### config.mk
export PLATFORM = sky130hd
export DESIGN_NAME = flu_skid_buffer
export DESIGN_NICKNAME = d
export VERILOG_FILES = /design/src/flu_pkg.sv /design/src/flu_skid_buffer.sv
export SDC_FILE = /design/constraint.sdc
export NUM_CORES = 1
export LEC_CHECK = 0
export CAP_MARGIN = 10
export CORE_UTILIZATION = 46
export DETAILED_ROUTE_END_ITERATION = 10
export DONT_BUFFER_PORTS = 1
export SLEW_MARGIN = 25
export SYNTH_ARGS = -nofsm -noshare
export SYNTH_HDL_FRONTEND = slang
export SYNTH_SLANG_ARGS = --single-unit
### constraint.sdc
create_clock -name clk -period 39.1 [get_ports clk]
set_clock_uncertainty 0.2 [all_clocks]
set_input_delay 7.82 -clock clk [delete_from_list [all_inputs] [get_ports clk]]
set_output_delay 7.82 -clock clk [all_outputs]
set_load 0.01 [all_outputs]
### src/flu_pkg.sv
/*
 * FrameLink Unaligned bus definitions
 * Field widths, vector types and the packed bus word
 */

`default_nettype none

package flu_pkg;

  // ----------------------------------------------------------------------
  // Bus geometry
  // ----------------------------------------------------------------------

  // 256 data bits, 32 bytes per word
  localparam int DATA_WIDTH    = 256;
  // Frames start on 8 byte block boundaries only
  localparam int BLOCK_SIZE    = 8;
  // Block index of a frame start, 4 blocks per word
  localparam int SOP_POS_WIDTH = 2;
  // Byte index of a frame end, 32 bytes per word
  localparam int EOP_POS_WIDTH = 5;

  // Field types
  typedef logic [DATA_WIDTH-1:0]    flu_data_t;
  typedef logic [SOP_POS_WIDTH-1:0] flu_sop_pos_t;
  typedef logic [EOP_POS_WIDTH-1:0] flu_eop_pos_t;

  // One bus word, handshake kept outside
  typedef struct packed {
    flu_data_t    data;
    flu_sop_pos_t sop_pos;
    flu_eop_pos_t eop_pos;
    logic         sop;
    logic         eop;
  } flu_word_t;

endpackage : flu_pkg

`default_nettype wire
### src/flu_skid_buffer.sv
/*
 * Per-port input buffer
 * Two-entry FIFO with registered ready towards the sender
 */

`default_nettype none

module flu_skid_buffer
  import flu_pkg::*;
(
  input  logic      clk,
  input  logic      rst_n,
  // Sender side
  input  flu_word_t in_word,
  input  logic      in_vld,
  output logic      in_rdy,
  // Head of buffer
  output flu_word_t out_word,
  output logic      out_vld,
  input  logic      out_pop
);

  // Two storage entries
  flu_word_t  mem [2];
  logic       wr_ptr_q;
  logic       rd_ptr_q;
  logic [1:0] count_q;
  logic [1:0] count_nxt;
  logic       push;
  logic       pop;

  // Handshakes
  assign push = in_vld & in_rdy;
  assign pop  = out_pop & out_vld;

  // Head always shows oldest entry
  assign out_vld  = (count_q != 2'd0);
  assign out_word = mem[rd_ptr_q];

  // Fill level after this cycle
  assign count_nxt = count_q + 2'(push) - 2'(pop);

  // ----------------------------------------------------------------------
  // Control
  // ----------------------------------------------------------------------
  always_ff @(posedge clk) begin
    if (!rst_n) begin
      count_q  <= 2'd0;
      wr_ptr_q <= 1'b0;
      rd_ptr_q <= 1'b0;
      // Empty after reset and ready at once
      in_rdy   <= 1'b1;
    end else begin
      count_q <= count_nxt;
      if (push) wr_ptr_q <= ~wr_ptr_q;
      if (pop) rd_ptr_q <= ~rd_ptr_q;
      // Ready while a slot stays free next cycle
      in_rdy <= (count_nxt != 2'd2);
    end
  end

  // Entry write
  always_ff @(posedge clk) begin
    if (push) mem[wr_ptr_q] <= in_word;
  end

endmodule : flu_skid_buffer

`default_nettype wire

Word level (Yosys, flattened, before mapping). Memories as Yosys holds them, arrays and structs flattened. A register that Yosys moved wholly into a read port is not among the register bits. Index checks and enable logic that the tools add are counted.

Add/sub/neg operators: 2. Eq/ne operators: 1. Muxes and demuxes: 4. Bitwise operators: 4. Reduce and logical (&&, ||, !) cells: 1.

Operators with widths (number): 2-to-1 mux 1 bit (4); adder 2 x 1 -> 2 bit (1); AND 1 bit (2); != test 2 bit, second input constant (1); NOT 1 bit (2); nonzero test 2 bit (1); subtractor 2 x 1 -> 2 bit (1).

Flip-flop bits (word level): 5. RAM bits: 530. Input bits: 269. Output and inout bits: 267. Word-level logic and storage cells: 17. Memories: 1.

Memories: mem (depth 2, width 265, read ports 1, clocked after Yosys merged registers in 1, write ports 1, line flu_skid_buffer.sv:24) `flu_word_t mem [2];`.

Logic depth before layout (Yosys ltp).
Depth after elaboration: 4. Depth in mapped cells: 6. Gate-level depth less buffers: 6.

Worst setup path after synthesis. OpenSTA, ideal clock, no wires.

Path type: input-to-reg. Start point: in in_vld. End point: reg wr_ptr_q. Library setup time: 0.110 ns. Data arrival time: 19.751 ns. Data required time: 38.790 ns. Setup slack: 19.039 ns. Cell stages on the path: 3. Buffers on the path: 0. Cells stage by stage: nand2_1 nor2_1 o21a_1.

Word-level cells in the longest chain between the ends: 1.

RTL lines: start, declared (line flu_skid_buffer.sv:15) `input logic in_vld,`; AND 1 bit (line flu_skid_buffer.sv:33) `assign push = in_vld & in_rdy;`; end signal, assigned (line flu_skid_buffer.sv:55) `if (push) wr_ptr_q <= ~wr_ptr_q;`; end, declared (line flu_skid_buffer.sv:25) `logic wr_ptr_q;`.

Every way passes these cells. A chain may end at the register's enable or synchronous reset.

==> metrics <==
final worst-path setup slack 28.21 ns; vias in the first global route approximately 8,400; DR pass1 iterations 4; first-pass GRT wire length 54,900 um; Sw Ratio 26.9%; share of the synthesized area in the top cell type roughly four fifths; Die W 208 um; detailed placement HPWL 25,800 um; final setup TNS 0 ns; Critical Path Fanout Max 149; FILL cells around 3,300; Root Buffer clkbuf_16; pre-CTS setup slack roughly 28 ns; Post-CTS Setup Bufs 0; Slew @ Worst Pin 1.01 ns; Initial Util 46.6%; Max Slew Vio Count 0; global-route usage over all layers 17.6%; Arr. time, crit path 2.87 ns; Slew headroom 32.7%; Register Area 16,000 um2; clock slew at reported path FFs 0.06 ns; WL final 39,000 um; status complete, no violations; NetSw 0.000400 W; Synth async-reset ratio 0%; part of the Yosys area used for sequential elements between 80% and 90%; clock latency at the later pin of the worst-skew pair 0.58 ns; Fmax roughly 0.09 GHz; Syn Std Cell Area 19,500 um2; Clock Path Buffers 3; Finished Cell Area 21,500 um2; clock power share 30.8%; Syn Nets between 1,000 and 1,500; Pwr Density around 70 nW/um2; Worst setup EP type primary output; Worst Hold Class reg -> reg; Syn Inst Count 853; Max-cap violations 0; part of the cycle the worst path needs 27.9%; Final #Nets about 1,200; # rows 75; Port Buf Inserts 0; initial antenna violation count 0; core area about 42,000 um2; logic gate share of total power between 10% and 20%; Synth area leaders edfxtp_1 82%, mux2_2 15%, buf_6 1.6%; worst vdd ir 0.0000449 V; Post-CTS Resized 0; GPL Wtd Cong 0.765; FF-to-FF path depth 4; area occupied by multi-input gates 3150 um2; CTS H-Tree Depth 2; cell taking the most area after synthesis edfxtp_1; Pwr Total 0.00148 W; Mean Syn Cell Area between 20 and 25 um2; 1st-iter DRT viols between 400 and 500; top_reg_cell synth edfxtp_1; P&R area growth vs syn 10.5%; cell area after placement 20,000 um2; Worst Path Required 31.08 ns; die area between 40,000 and 50,000 um2; # DRC 0; Ys Warns 0; post-route ant nets 0; Seq pwr share approximately half; vias per inst 5.41; Ports 536; final setup fails 0; Post-CTS Hold Fix Bufs 0; Final min period 10.89 ns; Worst setup SP type flop; Internal 0.00108 W; critical path class reg -> out; RSZ-0062 raised after global routing no; CTS Buf Count 53; Diodes inserted 0; Netlist cell types 23; largest net degree at the start of global routing 150; hold depth 2; Post-synth EDFFs 530; Lkg Pwr around 6.9 nW; flop and latch count out of synthesis 536; clk sinks 536; Final Hold Fails 0; total gr overflow 0; drt wl/cell about 27 um; DIE HEIGHT 208 um; vias 7,914; ratio of cells with drive above 1 in the final layout between 30% and 40%; TritonCTS clock tree done
==> per-stage QoR <==
step	std cells	utilization [%]	hold WS [ns]
2_1_floorplan	853	-	0.342
3_3_place_gp	1372	47.7	0.367
3_5_place_dp	1372	47.7	0.363
4_1_cts	1462	51.3	0.383
5_1_grt	1464	51.5	0.406
6_report	1464	51.5	0.381
==> sequential cells by signal, summed over array words and instances (netlist names), named ones only <==
name      cells
wr_ptr_q      1
in_rdy        1
rd_ptr_q      1
mem         530
count_q       2
==> layout by cell type, fill, tap and decap left out, types with 2 or more instances in the layout <==
master and n:
edfxtp_1 530, mux2_2 265, clkbuf_16 53, clkinv_1 14, clkinv_2 12, clkbuf_1 8
buf_4 7, dfxtp_1 5, and2_1 4, nand2_1 2, nand3b_1 2, bufinv_16 2
buf_16 2
==> metal layers <==
| layer | share of wire (%) | wire length, um | vias to the layer above | track usage [%] |
|---|---|---|---|---|
| met5 | 0 | 0 | - | 0 |
| met1 | 32 | 12600 | 3974 | 16.8 |
| met3 | 15 | 5950 | 69 | 11.6 |
| li1 | - | - | 3477 | - |
| met2 | 50 | 19300 | 394 | 29.6 |
| met4 | 2.9 | 1140 | 0 | 7.23 |
==> layout make-up <==
type / count / share of cell area (%)
sequential: 536 / 74.4
timing repair buffer: 11 / 0.645
tap: 539 / 3.13
multi-input combinational: 287 / 14.6
inverter: 1 / 0.0174
clock inverter: 29 / 0.842
clock buffer: 61 / 6.29
==> worst max-delay path, cell delays in order (launching register included) <==
cell and delay, ns:
dfxtp_4 0.90, buf_12 0.55, mux2_2 0.50
==> kinds of logic after synthesis <==
kind of cell / after synthesis / synth area share, %
mux: 265 / 15.3
fa+ha+maj: 1 / 0.0642
simple gates: 13 / 0.417
flops: 536 / 82.2
xor+xnor: 2 / 0.0898
buf+inv: 30 / 1.66
compound gates: 6 / 0.231
==> synthesized netlist by cell type (all sizes together), types with 2 or more instances <==
cell	n
edfxtp	530
mux2	265
buf	29
dfxtp	6
and2	4
nand2	2
nand3b	2
==> path summary, 6_finish.rpt <==
check | startpoint | to | slack (ns)
worst min register to register | rd_ptr_q$_SDFFE_PN0P_ | flop | 0.38
worst min-delay path | rd_ptr_q$_SDFFE_PN0P_ | flop | 0.38
worst max register to register | in_rdy$_SDFF_PN1_ | mem[1][74]$_DFFE_PP_ | 35.75
worst max-delay path | flop | out_word[107] | 28.21
==> power by group through the flow <==
stage | clock network [W] | registers (W) | logic [W]
after floorplan | 0 | 0.000769 | 0.000247
after global placement | 0 | 0.000752 | 0.000290
after detailed placement | 0 | 0.000755 | 0.000288
after CTS | 0.000471 | 0.000744 | 0.000290
after global routing | 0.000490 | 0.000748 | 0.000301
final | 0.000457 | 0.000742 | 0.000285
Note: power is estimated with default switching activity, not from simulation.
