==> config.mk <==
export PLATFORM = sky130hd
export DESIGN_NAME = flu_frame_mux
export DESIGN_NICKNAME = d
export VERILOG_FILES = /design/src/flu_pkg.sv /design/src/flu_frame_mux.sv
export SDC_FILE = /design/constraint.sdc
export NUM_CORES = 1
export LEC_CHECK = 0
export BUFFER_PORTS_ARGS = -buffer_cell sky130_fd_sc_hd__buf_4
export CAP_MARGIN = 10
export CELL_PAD_IN_SITES_DETAIL_PLACEMENT = 0
export CELL_PAD_IN_SITES_GLOBAL_PLACEMENT = 1
export CORE_AREA = 2 2 516 518
export CTS_BUF_LIST = sky130_fd_sc_hd__clkbuf_8
export CTS_CLUSTER_DIAMETER = 50
export DETAILED_ROUTE_END_ITERATION = 12
export DIE_AREA = 0 0 518 520
export PLACE_DENSITY_LB_ADDON = 0.1
export SYNTH_ARGS = -nofsm -noshare
export SYNTH_HDL_FRONTEND = slang
export SYNTH_SLANG_ARGS = --single-unit
export TNS_END_PERCENT = 30
==> constraint.sdc <==
create_clock -name clk -period 33.5 [get_ports clk]
set_clock_uncertainty 0.15 [all_clocks]
set_input_delay 6.7 -clock clk [delete_from_list [all_inputs] [get_ports clk]]
set_output_delay 6.7 -clock clk [all_outputs]
set_load 0.05 [all_outputs]
==> src/flu_pkg.sv <==
/*
 * FrameLink Unaligned bus definitions
 * Field widths, vector types and the packed bus word
 */

`default_nettype none

package flu_pkg;

  // ----------------------------------------------------------------------
  // Bus geometry
  // ----------------------------------------------------------------------

  // 256 data bits, 32 bytes per word
  localparam int DATA_WIDTH    = 256;
  // Frames start on 8 byte block boundaries only
  localparam int BLOCK_SIZE    = 8;
  // Block index of a frame start, 4 blocks per word
  localparam int SOP_POS_WIDTH = 2;
  // Byte index of a frame end, 32 bytes per word
  localparam int EOP_POS_WIDTH = 5;

  // Field types
  typedef logic [DATA_WIDTH-1:0]    flu_data_t;
  typedef logic [SOP_POS_WIDTH-1:0] flu_sop_pos_t;
  typedef logic [EOP_POS_WIDTH-1:0] flu_eop_pos_t;

  // One bus word, handshake kept outside
  typedef struct packed {
    flu_data_t    data;
    flu_sop_pos_t sop_pos;
    flu_eop_pos_t eop_pos;
    logic         sop;
    logic         eop;
  } flu_word_t;

endpackage : flu_pkg

`default_nettype wire
==> src/flu_frame_mux.sv <==
/*
 * Output multiplexer
 * Granted head word into the output register, with back-pressure
 */

`default_nettype none

module flu_frame_mux
  import flu_pkg::*;
#(
  parameter int INPUT_PORTS = 4
) (
  input  logic                   clk,
  input  logic                   rst_n,
  // Arbiter and buffers
  input  logic [INPUT_PORTS-1:0] grant,
  input  flu_word_t              head_word [INPUT_PORTS],
  input  logic [INPUT_PORTS-1:0] head_vld,
  output logic [INPUT_PORTS-1:0] pop,
  output logic                   take,
  // Output bus
  output flu_word_t              tx_word,
  output logic                   tx_src_rdy,
  input  logic                   tx_dst_rdy
);

  flu_word_t sel_word;
  logic      sel_vld;
  logic      space;

  // Granted head, one-hot select
  always_comb begin
    sel_word = '0;
    for (int i = 0; i < INPUT_PORTS; i++) begin
      if (grant[i]) sel_word = head_word[i];
    end
  end

  assign sel_vld = |(grant & head_vld);

  // Register empty or draining this cycle
  assign space = ~tx_src_rdy | tx_dst_rdy;

  // Same condition loads register, pops buffer, informs arbiter
  assign take = space & sel_vld;
  assign pop  = take ? grant : '0;

  // ----------------------------------------------------------------------
  // Output register
  // ----------------------------------------------------------------------
  always_ff @(posedge clk) begin
    if (!rst_n) begin
      tx_src_rdy <= 1'b0;
    end else if (space) begin
      tx_src_rdy <= sel_vld;
    end
  end

  // Payload, holds under back-pressure
  always_ff @(posedge clk) begin
    if (take) tx_word <= sel_word;
  end

endmodule : flu_frame_mux

`default_nettype wire

After elaboration in Yosys (flattened, before gate mapping). Index checks and enable logic that the tools add are counted.

Flip-flop bits (word level): 266.

Reduce and logical (&&, ||, !) cells: 1. Bitwise logic cells: 4. Mux-type cells: 5.

Operators by type and width (count): $mux W265 (4); $and A4 B4 Y4 (1); $mux W4 (1); $reduce_or A4 Y1 (1); $and A1 B1 Y1 (1); $not A1 Y1 (1); $or A1 B1 Y1 (1).

Depth between registers and ports, before layout. Gate-level depths: netlist (run 1).

Depth in word-level cells: 4. Mapped depth: 7. Gate-level depth less buffers: 3.

Worst setup path before layout (run 1). OpenSTA, ideal clock, no wires.

Path type: input port to output port. Start: in grant[1]. End: out pop[0]. Stages: 5. Path slack: 4.649 ns. Arrival: 22.001 ns. Path through: buf_6 > buf_2 > a22oi_1 > a21oi_1 > and2_1.

Word-level cells in the longest chain between the ends: 4.

Ends and longest elaborated chain: from (decl) (RTL line flu_frame_mux.sv:16) `input logic [INPUT_PORTS-1:0] grant,`; $and A4 B4 Y4 (RTL line flu_frame_mux.sv:39) `assign sel_vld = |(grant & head_vld);`; $reduce_or A4 Y1 (RTL line flu_frame_mux.sv:39); $and A1 B1 Y1 (RTL line flu_frame_mux.sv:45) `assign take = space & sel_vld;`; named net take (RTL line flu_frame_mux.sv:20) `output logic take,`; $mux W4 (RTL line flu_frame_mux.sv:46) `assign pop = take ? grant : '0;`; to (decl) (RTL line flu_frame_mux.sv:19) `output logic [INPUT_PORTS-1:0] pop,`.

The timed path passes the listed nets, and every way through them passes these cells.

Worst setup path after layout (run 1).
Start: in grant[3]. End: out pop[2].

Word-level cells in the longest chain between the ends: 4.

Ends and longest elaborated chain (RTL line): $and A4 B4 Y4 (flu_frame_mux.sv:39); $reduce_or A4 Y1 (flu_frame_mux.sv:39); $and A1 B1 Y1 (flu_frame_mux.sv:45); $mux W4 (flu_frame_mux.sv:46).

Every way passes these cells.

==> reports/metrics.cfg, run 1 <==
[run_status]
outcome = finished clean

[min_path]
min_path_cells = 2
min_to = tx_src_rdy
hold_path_class = register to register
holdCritStartpoint = tx_src_rdy

[worst_setup_path]
cp_top_family = buffers and inverters
critPathKind = primary input to output port
cp_cell_sequence = buf_8 > a22oi_1 > a21oi_4 > buf_12 > and2_1 > buf_4
max_stage_delay_ns = 0.40
regToRegEndpoint = tx_word[165]
cp_max_fo = 85
end_kind = output port
reg2regPathDepth = 6
start_kind = primary input
reg2reg_from = tx_src_rdy
cp_slowest_cell = and2_1
worstPathArrival_ns = 8.68
critPathBufInv = 3
r2r_slack_ns = 29.75
setup.worst_path.start = grant[3]
crit_required_ns = 26.65

[logic_synthesis]
yosysWarningCount = 0
syn_area_mm2 = 0.0186
syn_inst = 1515
synth_area_per_cell_um2 = 12.3
yosysSeqAreaShare_pct = 43.0
synth.distinct_cells = 20
syn-num-nets = 2586
ys_ff_latch = 266
synth_area_leaders = edfxtp_1, a221oi_2, o31ai_2
synth_top_cell_by_area = edfxtp_1
synth_top_area_share_pct = 42.8

[timing]
fin_crit_ns = 15.53
drv_slew = 0
hold_viol = 0
fmax_mhz = 64.4
period_share_pct = 46.3
tns_ns = 0
tightest_slew_ns = 1.03
slew_headroom_pct = 31.0
setup_viol_count_final = 0
grt_setup_unrepaired = no

[routing]
drc_errors = 0
vias = 19200
dr.pass1.iters = 4
drt_iter0_markers = 790
ant_nets = 0
post_drt_wl_per_cell_um = 26.3
routed_via_density = 2.98
wl_um = 169000

[cts]
post-cts-setup-buffers = 0
cts_root_buf = clkbuf_8
clock_path_buffers = 3
cts_tree = done
cts_num_sinks = 266
ctsHoldBuffers = 0
cts.clk_slew.worst_paths_ns = 0.06
cts_resized = 0
numCtsBuffers = 87
h-tree-depth = 3
clk-insertion-delay-late_ns = 0.76

[final_layout]
finalNonFillerCells = 6433
mostFrequentLayoutCell = buf_4
mostFrequentLayoutCells = buf_4, nor2b_1, nand2_1, edfxtp_1, a221oi_2
finalInstanceArea_mm2 = 0.0341
area_growth_pct = 83.7
fin_nets = 3888
drive_above_1_share_pct = 67.0

[placed_design]
hpwl_um = 138000
place_congestion = 0.770
io_buffers = 1341
place_area_mm2 = 0.0323
dpl.cell_count = 6261

[power_and_ir_drop]
power_mw = 1.47
ir_drop_mv = 0.0252
power_density_mw_per_mm2 = 43.1
p_leak_nw = 13.3

[floorplanning]
die_w_um = 518
io_pins = 1342
die_area_mm2 = 0.269
num_rows = 189
die_h_um = 520
design.core.area_mm2 = 0.264
start_util_pct = 7.04

[global_routing]
grt_pass1_vias = 21200
grt_max_degree = 86
grt.overflow.total = 0
grt_first_pass_wirelength_um = 218000
grt_usage_pct = 12.1
antenna_found_initial = 51

[run]
drv_cap = 0

sequential cells by signal, summed over array words and instances (netlist names):
| register | flops |
|---|---|
| tx_src_rdy | 1 |
| tx_word | 265 |
power by group:
group          switching (mW)  total (mW)  internal [mW]
logic                   0.315       0.493          0.178
clock network           0.233       0.541          0.308
registers              0.0187       0.436          0.418
worst max path at each step:
stage / to / depth (start not counted) / slack, ns
finish: pop[2] / 6 / 17.97
global route: pop[2] / 6 / 17.82
CTS: pop[2] / 6 / 17.79
detailed placement: pop[2] / 6 / 17.81
global placement: pop[2] / 6 / 17.78
floorplan: pop[0] / 5 / 4.65
per-stage QoR:
| stage | hold WS [ns] | worst slack (ns) | util [%] |
|---|---|---|---|
| final | 0.714 | 17.97 | 12.9 |
| after global routing | 0.727 | 17.82 | 12.9 |
| after CTS | 0.696 | 17.79 | 12.9 |
| after detailed placement | 0.686 | 17.81 | 12.2 |
| after global placement | 0.683 | 17.78 | 12.2 |
| after floorplan | 0.717 | 4.65 | - |
final cells by class:
class | instances | area [um2]
clock buffers | 92 | 1270
multi-input cells | 1071 | 9430
flip-flops and latches | 266 | 7980
well taps | 3533 | 4420
repair buffers | 1391 | 10500
diodes | 14 | 35.0
fillers | 30400 | 230000
clock inverters | 66 | 507
cells in the mapped netlist, drive strengths merged:
cell type / n
nand2: 266
and2: 4
nor2b: 267
buf: 99
dfxtp: 1
o31ai: 265
a21oi: 1
o21a: 1
clkbuf: 79
a22oi: 2
a221oi: 265
edfxtp: 265
cells by family after synthesis:
| kind of cell | after synthesis | synth area share [%] |
|---|---|---|
| compound gates | 534 | 36.2 |
| buf+inv | 178 | 6.35 |
| flops | 266 | 43.0 |
| simple gates | 537 | 14.5 |
metal layers:
layer	global-route usage [%]	up-vias	routed length, um
met5	0	-	277
met4	1.89	44	2000
met3	6.67	151	19700
met2	20.8	982	82400
met1	13.1	9331	64900
li1	-	8660	-
tightest hold or removal path, delay by kind of cell, from the launching register on:
family | cells | cell delay (ns)
AOI/OAI and AO/OA | 1 | 0.23
DFF | 1 | 0.32
and+or+nand+nor | 1 | 0.28
Note: power is estimated with default switching activity, not from simulation.
==> run 2, diff against run 1 <==
Clock period 33.5 ns to 15.8 ns, I/O delays scaled along.
==> run 2 against run 1 <==
Critical path depth unchanged. Sequential power is 110% higher. Global-route usage down 0.093 points. Setup slack got worse by 11 ns.
==> reports/metrics.cfg, run 2 (same netlist as run 1, synthesis figures left out) <==
[run_status]
outcome = finished clean

[cts]
clk-insertion-delay-late_ns = 0.78  ; +0.02 ns
cts.clk_slew.worst_paths_ns = 0.05  ; about the same
cts_num_sinks = 266  ; unchanged
ctsHoldBuffers = 0  ; unchanged
cts_tree = done
h-tree-depth = 3  ; unchanged
cts_resized = 0  ; unchanged
post-cts-setup-buffers = 0  ; unchanged
numCtsBuffers = 94  ; +8.0%
clock_path_buffers = 3  ; unchanged
cts_root_buf = clkbuf_8

[power_and_ir_drop]
ir_drop_mv = 0.0534  ; +110%
pwr-share-seq_pct = 29.2  ; -0.5 points
p_leak_nw = 13.3  ; +0.19%
netSwitchingFraction_pct = 37.9  ; -0.61 points
power_frac_clock_pct = 38.1  ; +1.3 points
p_int_mw = 1.97  ; +120%
p_switching_mw = 1.20  ; +110%
power_density_mw_per_mm2 = 92.8  ; +120%
power_frac_comb_pct = 32.7  ; -0.8 points

[placed_design]
io_buffers = 1341  ; unchanged
hpwl_um = 137000  ; -0.84%
dpl.cell_count = 6251  ; -0.16%
place_ws_ns = 6.47  ; -11.34 ns
place_congestion = 0.796  ; +3.4%

[final_layout]
finalNonFillerCells = 6431  ; -0.031%
ff_latch_area_mm2 = 0.00798  ; unchanged
drive_above_1_share_pct = 66.9  ; -0.15 points
fin_nets = 3885  ; -0.077%
multiInputGateArea_mm2 = 0.00943  ; unchanged
reg.largest.list = tx_word x265, tx_src_rdy x1
area_growth_pct = 84.1
utilization_pct = 13.0  ; +0.031 points
nFillCells = 30300  ; -0.23%
largest_reg_flops = 265  ; unchanged
regMostFlops = tx_word
mostFrequentLayoutCells = buf_4, nor2b_1, nand2_1, edfxtp_1, a221oi_2
mostFrequentLayoutCell = buf_4

[worst_setup_path]
max_stage_delay_ns = 0.77  ; +0.37 ns
crit_required_ns = 12.49  ; -14.16 ns
end_kind = output port
start_kind = primary input
worstPathArrival_ns = 5.90  ; -2.78 ns
cp_slowest_cell = a21oi_4
critPathBufInv = 3  ; unchanged
critPathKind = primary input to output port
cp_top_family = buffers and inverters
cp_max_fo = 67  ; -21%
crit_path_frequent_cell = buf_4
cp_cell_sequence = buf_8 > a22oi_1 > a21oi_4 > buf_4 > and2_1 > buf_4

[floorplanning]
num_rows = 189  ; unchanged
design.core.area_mm2 = 0.264  ; unchanged
die_h_um = 520  ; unchanged
io_pins = 1342  ; unchanged
die_w_um = 518  ; unchanged
start_util_pct = 7.04  ; unchanged
die_area_mm2 = 0.269  ; unchanged

[timing]
drv_slew = 0  ; unchanged
fin_ws_ns = 6.59  ; -11.39 ns
slew_headroom_pct = 9.53  ; -21 points
tns_ns = 0  ; unchanged
hold_viol = 0  ; unchanged
period_share_pct = 58.3
grt_setup_unrepaired = no
tightest_slew_ns = 1.35  ; +0.319 ns
fmax_mhz = 109
setup_viol_count_final = 0  ; unchanged
fin_crit_ns = 9.21

[global_routing]
grt_max_degree = 102  ; +19%
grt.overflow.total = 0  ; unchanged
grt_usage_pct = 12.0  ; -0.093 points
grt_pass1_vias = 21300  ; +0.28%
grt_first_pass_wirelength_um = 217000  ; -0.72%
antenna_found_initial = 50  ; -2.0%

[min_path]
hold_path_class = register to register

[run]
drv_cap = 0  ; unchanged

[routing]
ant_nets = 0  ; unchanged
drt_iter0_markers = 816  ; +3.3%
vias = 19100  ; -0.21%
post_drt_wl_per_cell_um = 26.1  ; -0.90%
routed_via_density = 2.97  ; -0.18%
dr.pass1.iters = 5  ; +1
drc_errors = 0  ; unchanged
wl_um = 168000  ; -0.93%

[run 2: cell types whose count changed in the layout (fill, tap and decap cells not counted), sizes merged]
cell / before / now
buf: 1391 / 1381
clkinv: 34 / 44
clkbuf: 92 / 96
diode: 14 / 10
inv: 23 / 19
bufinv: 7 / 9
[run 2: metrics by stage]
step | hold slack, ns | instance area (um2) | total power [mW]
detailed placement | 0.653 | 32300 | 2.01
floorplan | 0.749 | 18600 | 1.47
CTS | 0.676 | 34200 | 3.31
finish | 0.695 | 34200 | 3.17
global route | 0.706 | 34200 | 3.36
global placement | 0.665 | 32300 | 2.02
[run 2: tightest hold or removal path, delay by kind of cell, from the launching register on]
| kind | cells | cell delay [ns] |
|---|---|---|
| AOI/OAI and AO/OA | 1 | 0.22 |
| DFF | 1 | 0.31 |
| and+or+nand+nor | 1 | 0.26 |
[run 2: cell type report]
| type | count | area share [%] |
|---|---|---|
| antenna | 10 | 0.0732 |
| clock buffer | 96 | 3.86 |
| clock inverter | 74 | 1.70 |
| multi-input combinational | 1071 | 27.6 |
| sequential | 266 | 23.3 |
| tap | 3533 | 12.9 |
| timing repair buffer | 1381 | 30.5 |
[run 2: path summary, 6_finish.rpt]
kind / start / endpoint / slack, ns / cells after the start
max: grant[2] / pop[1] / 6.59 / 6
min: tx_src_rdy / tx_src_rdy / 0.70 / 2
max reg2reg: tx_src_rdy / tx_word[100] / 11.73 / 5
min reg2reg: tx_src_rdy / tx_src_rdy / 0.70 / 2
[run 2: power groups by stage]
| stage | Combinational (mW) | Clock, mW | Sequential [mW] |
|---|---|---|---|
| CTS | 1.07 | 1.31 | 0.929 |
| floorplan | 0.263 | 0 | 1.21 |
| finish | 1.04 | 1.21 | 0.925 |
| global route | 1.10 | 1.32 | 0.933 |
| detailed placement | 1.07 | 0 | 0.940 |
| global placement | 1.08 | 0 | 0.941 |
[run 2: routing by layer]
layer,GRT usage (%),routed length (um)
met5,0,359
met4,2.58,2480
met3,6.06,18500
met2,20.7,82400
met1,13.0,64000
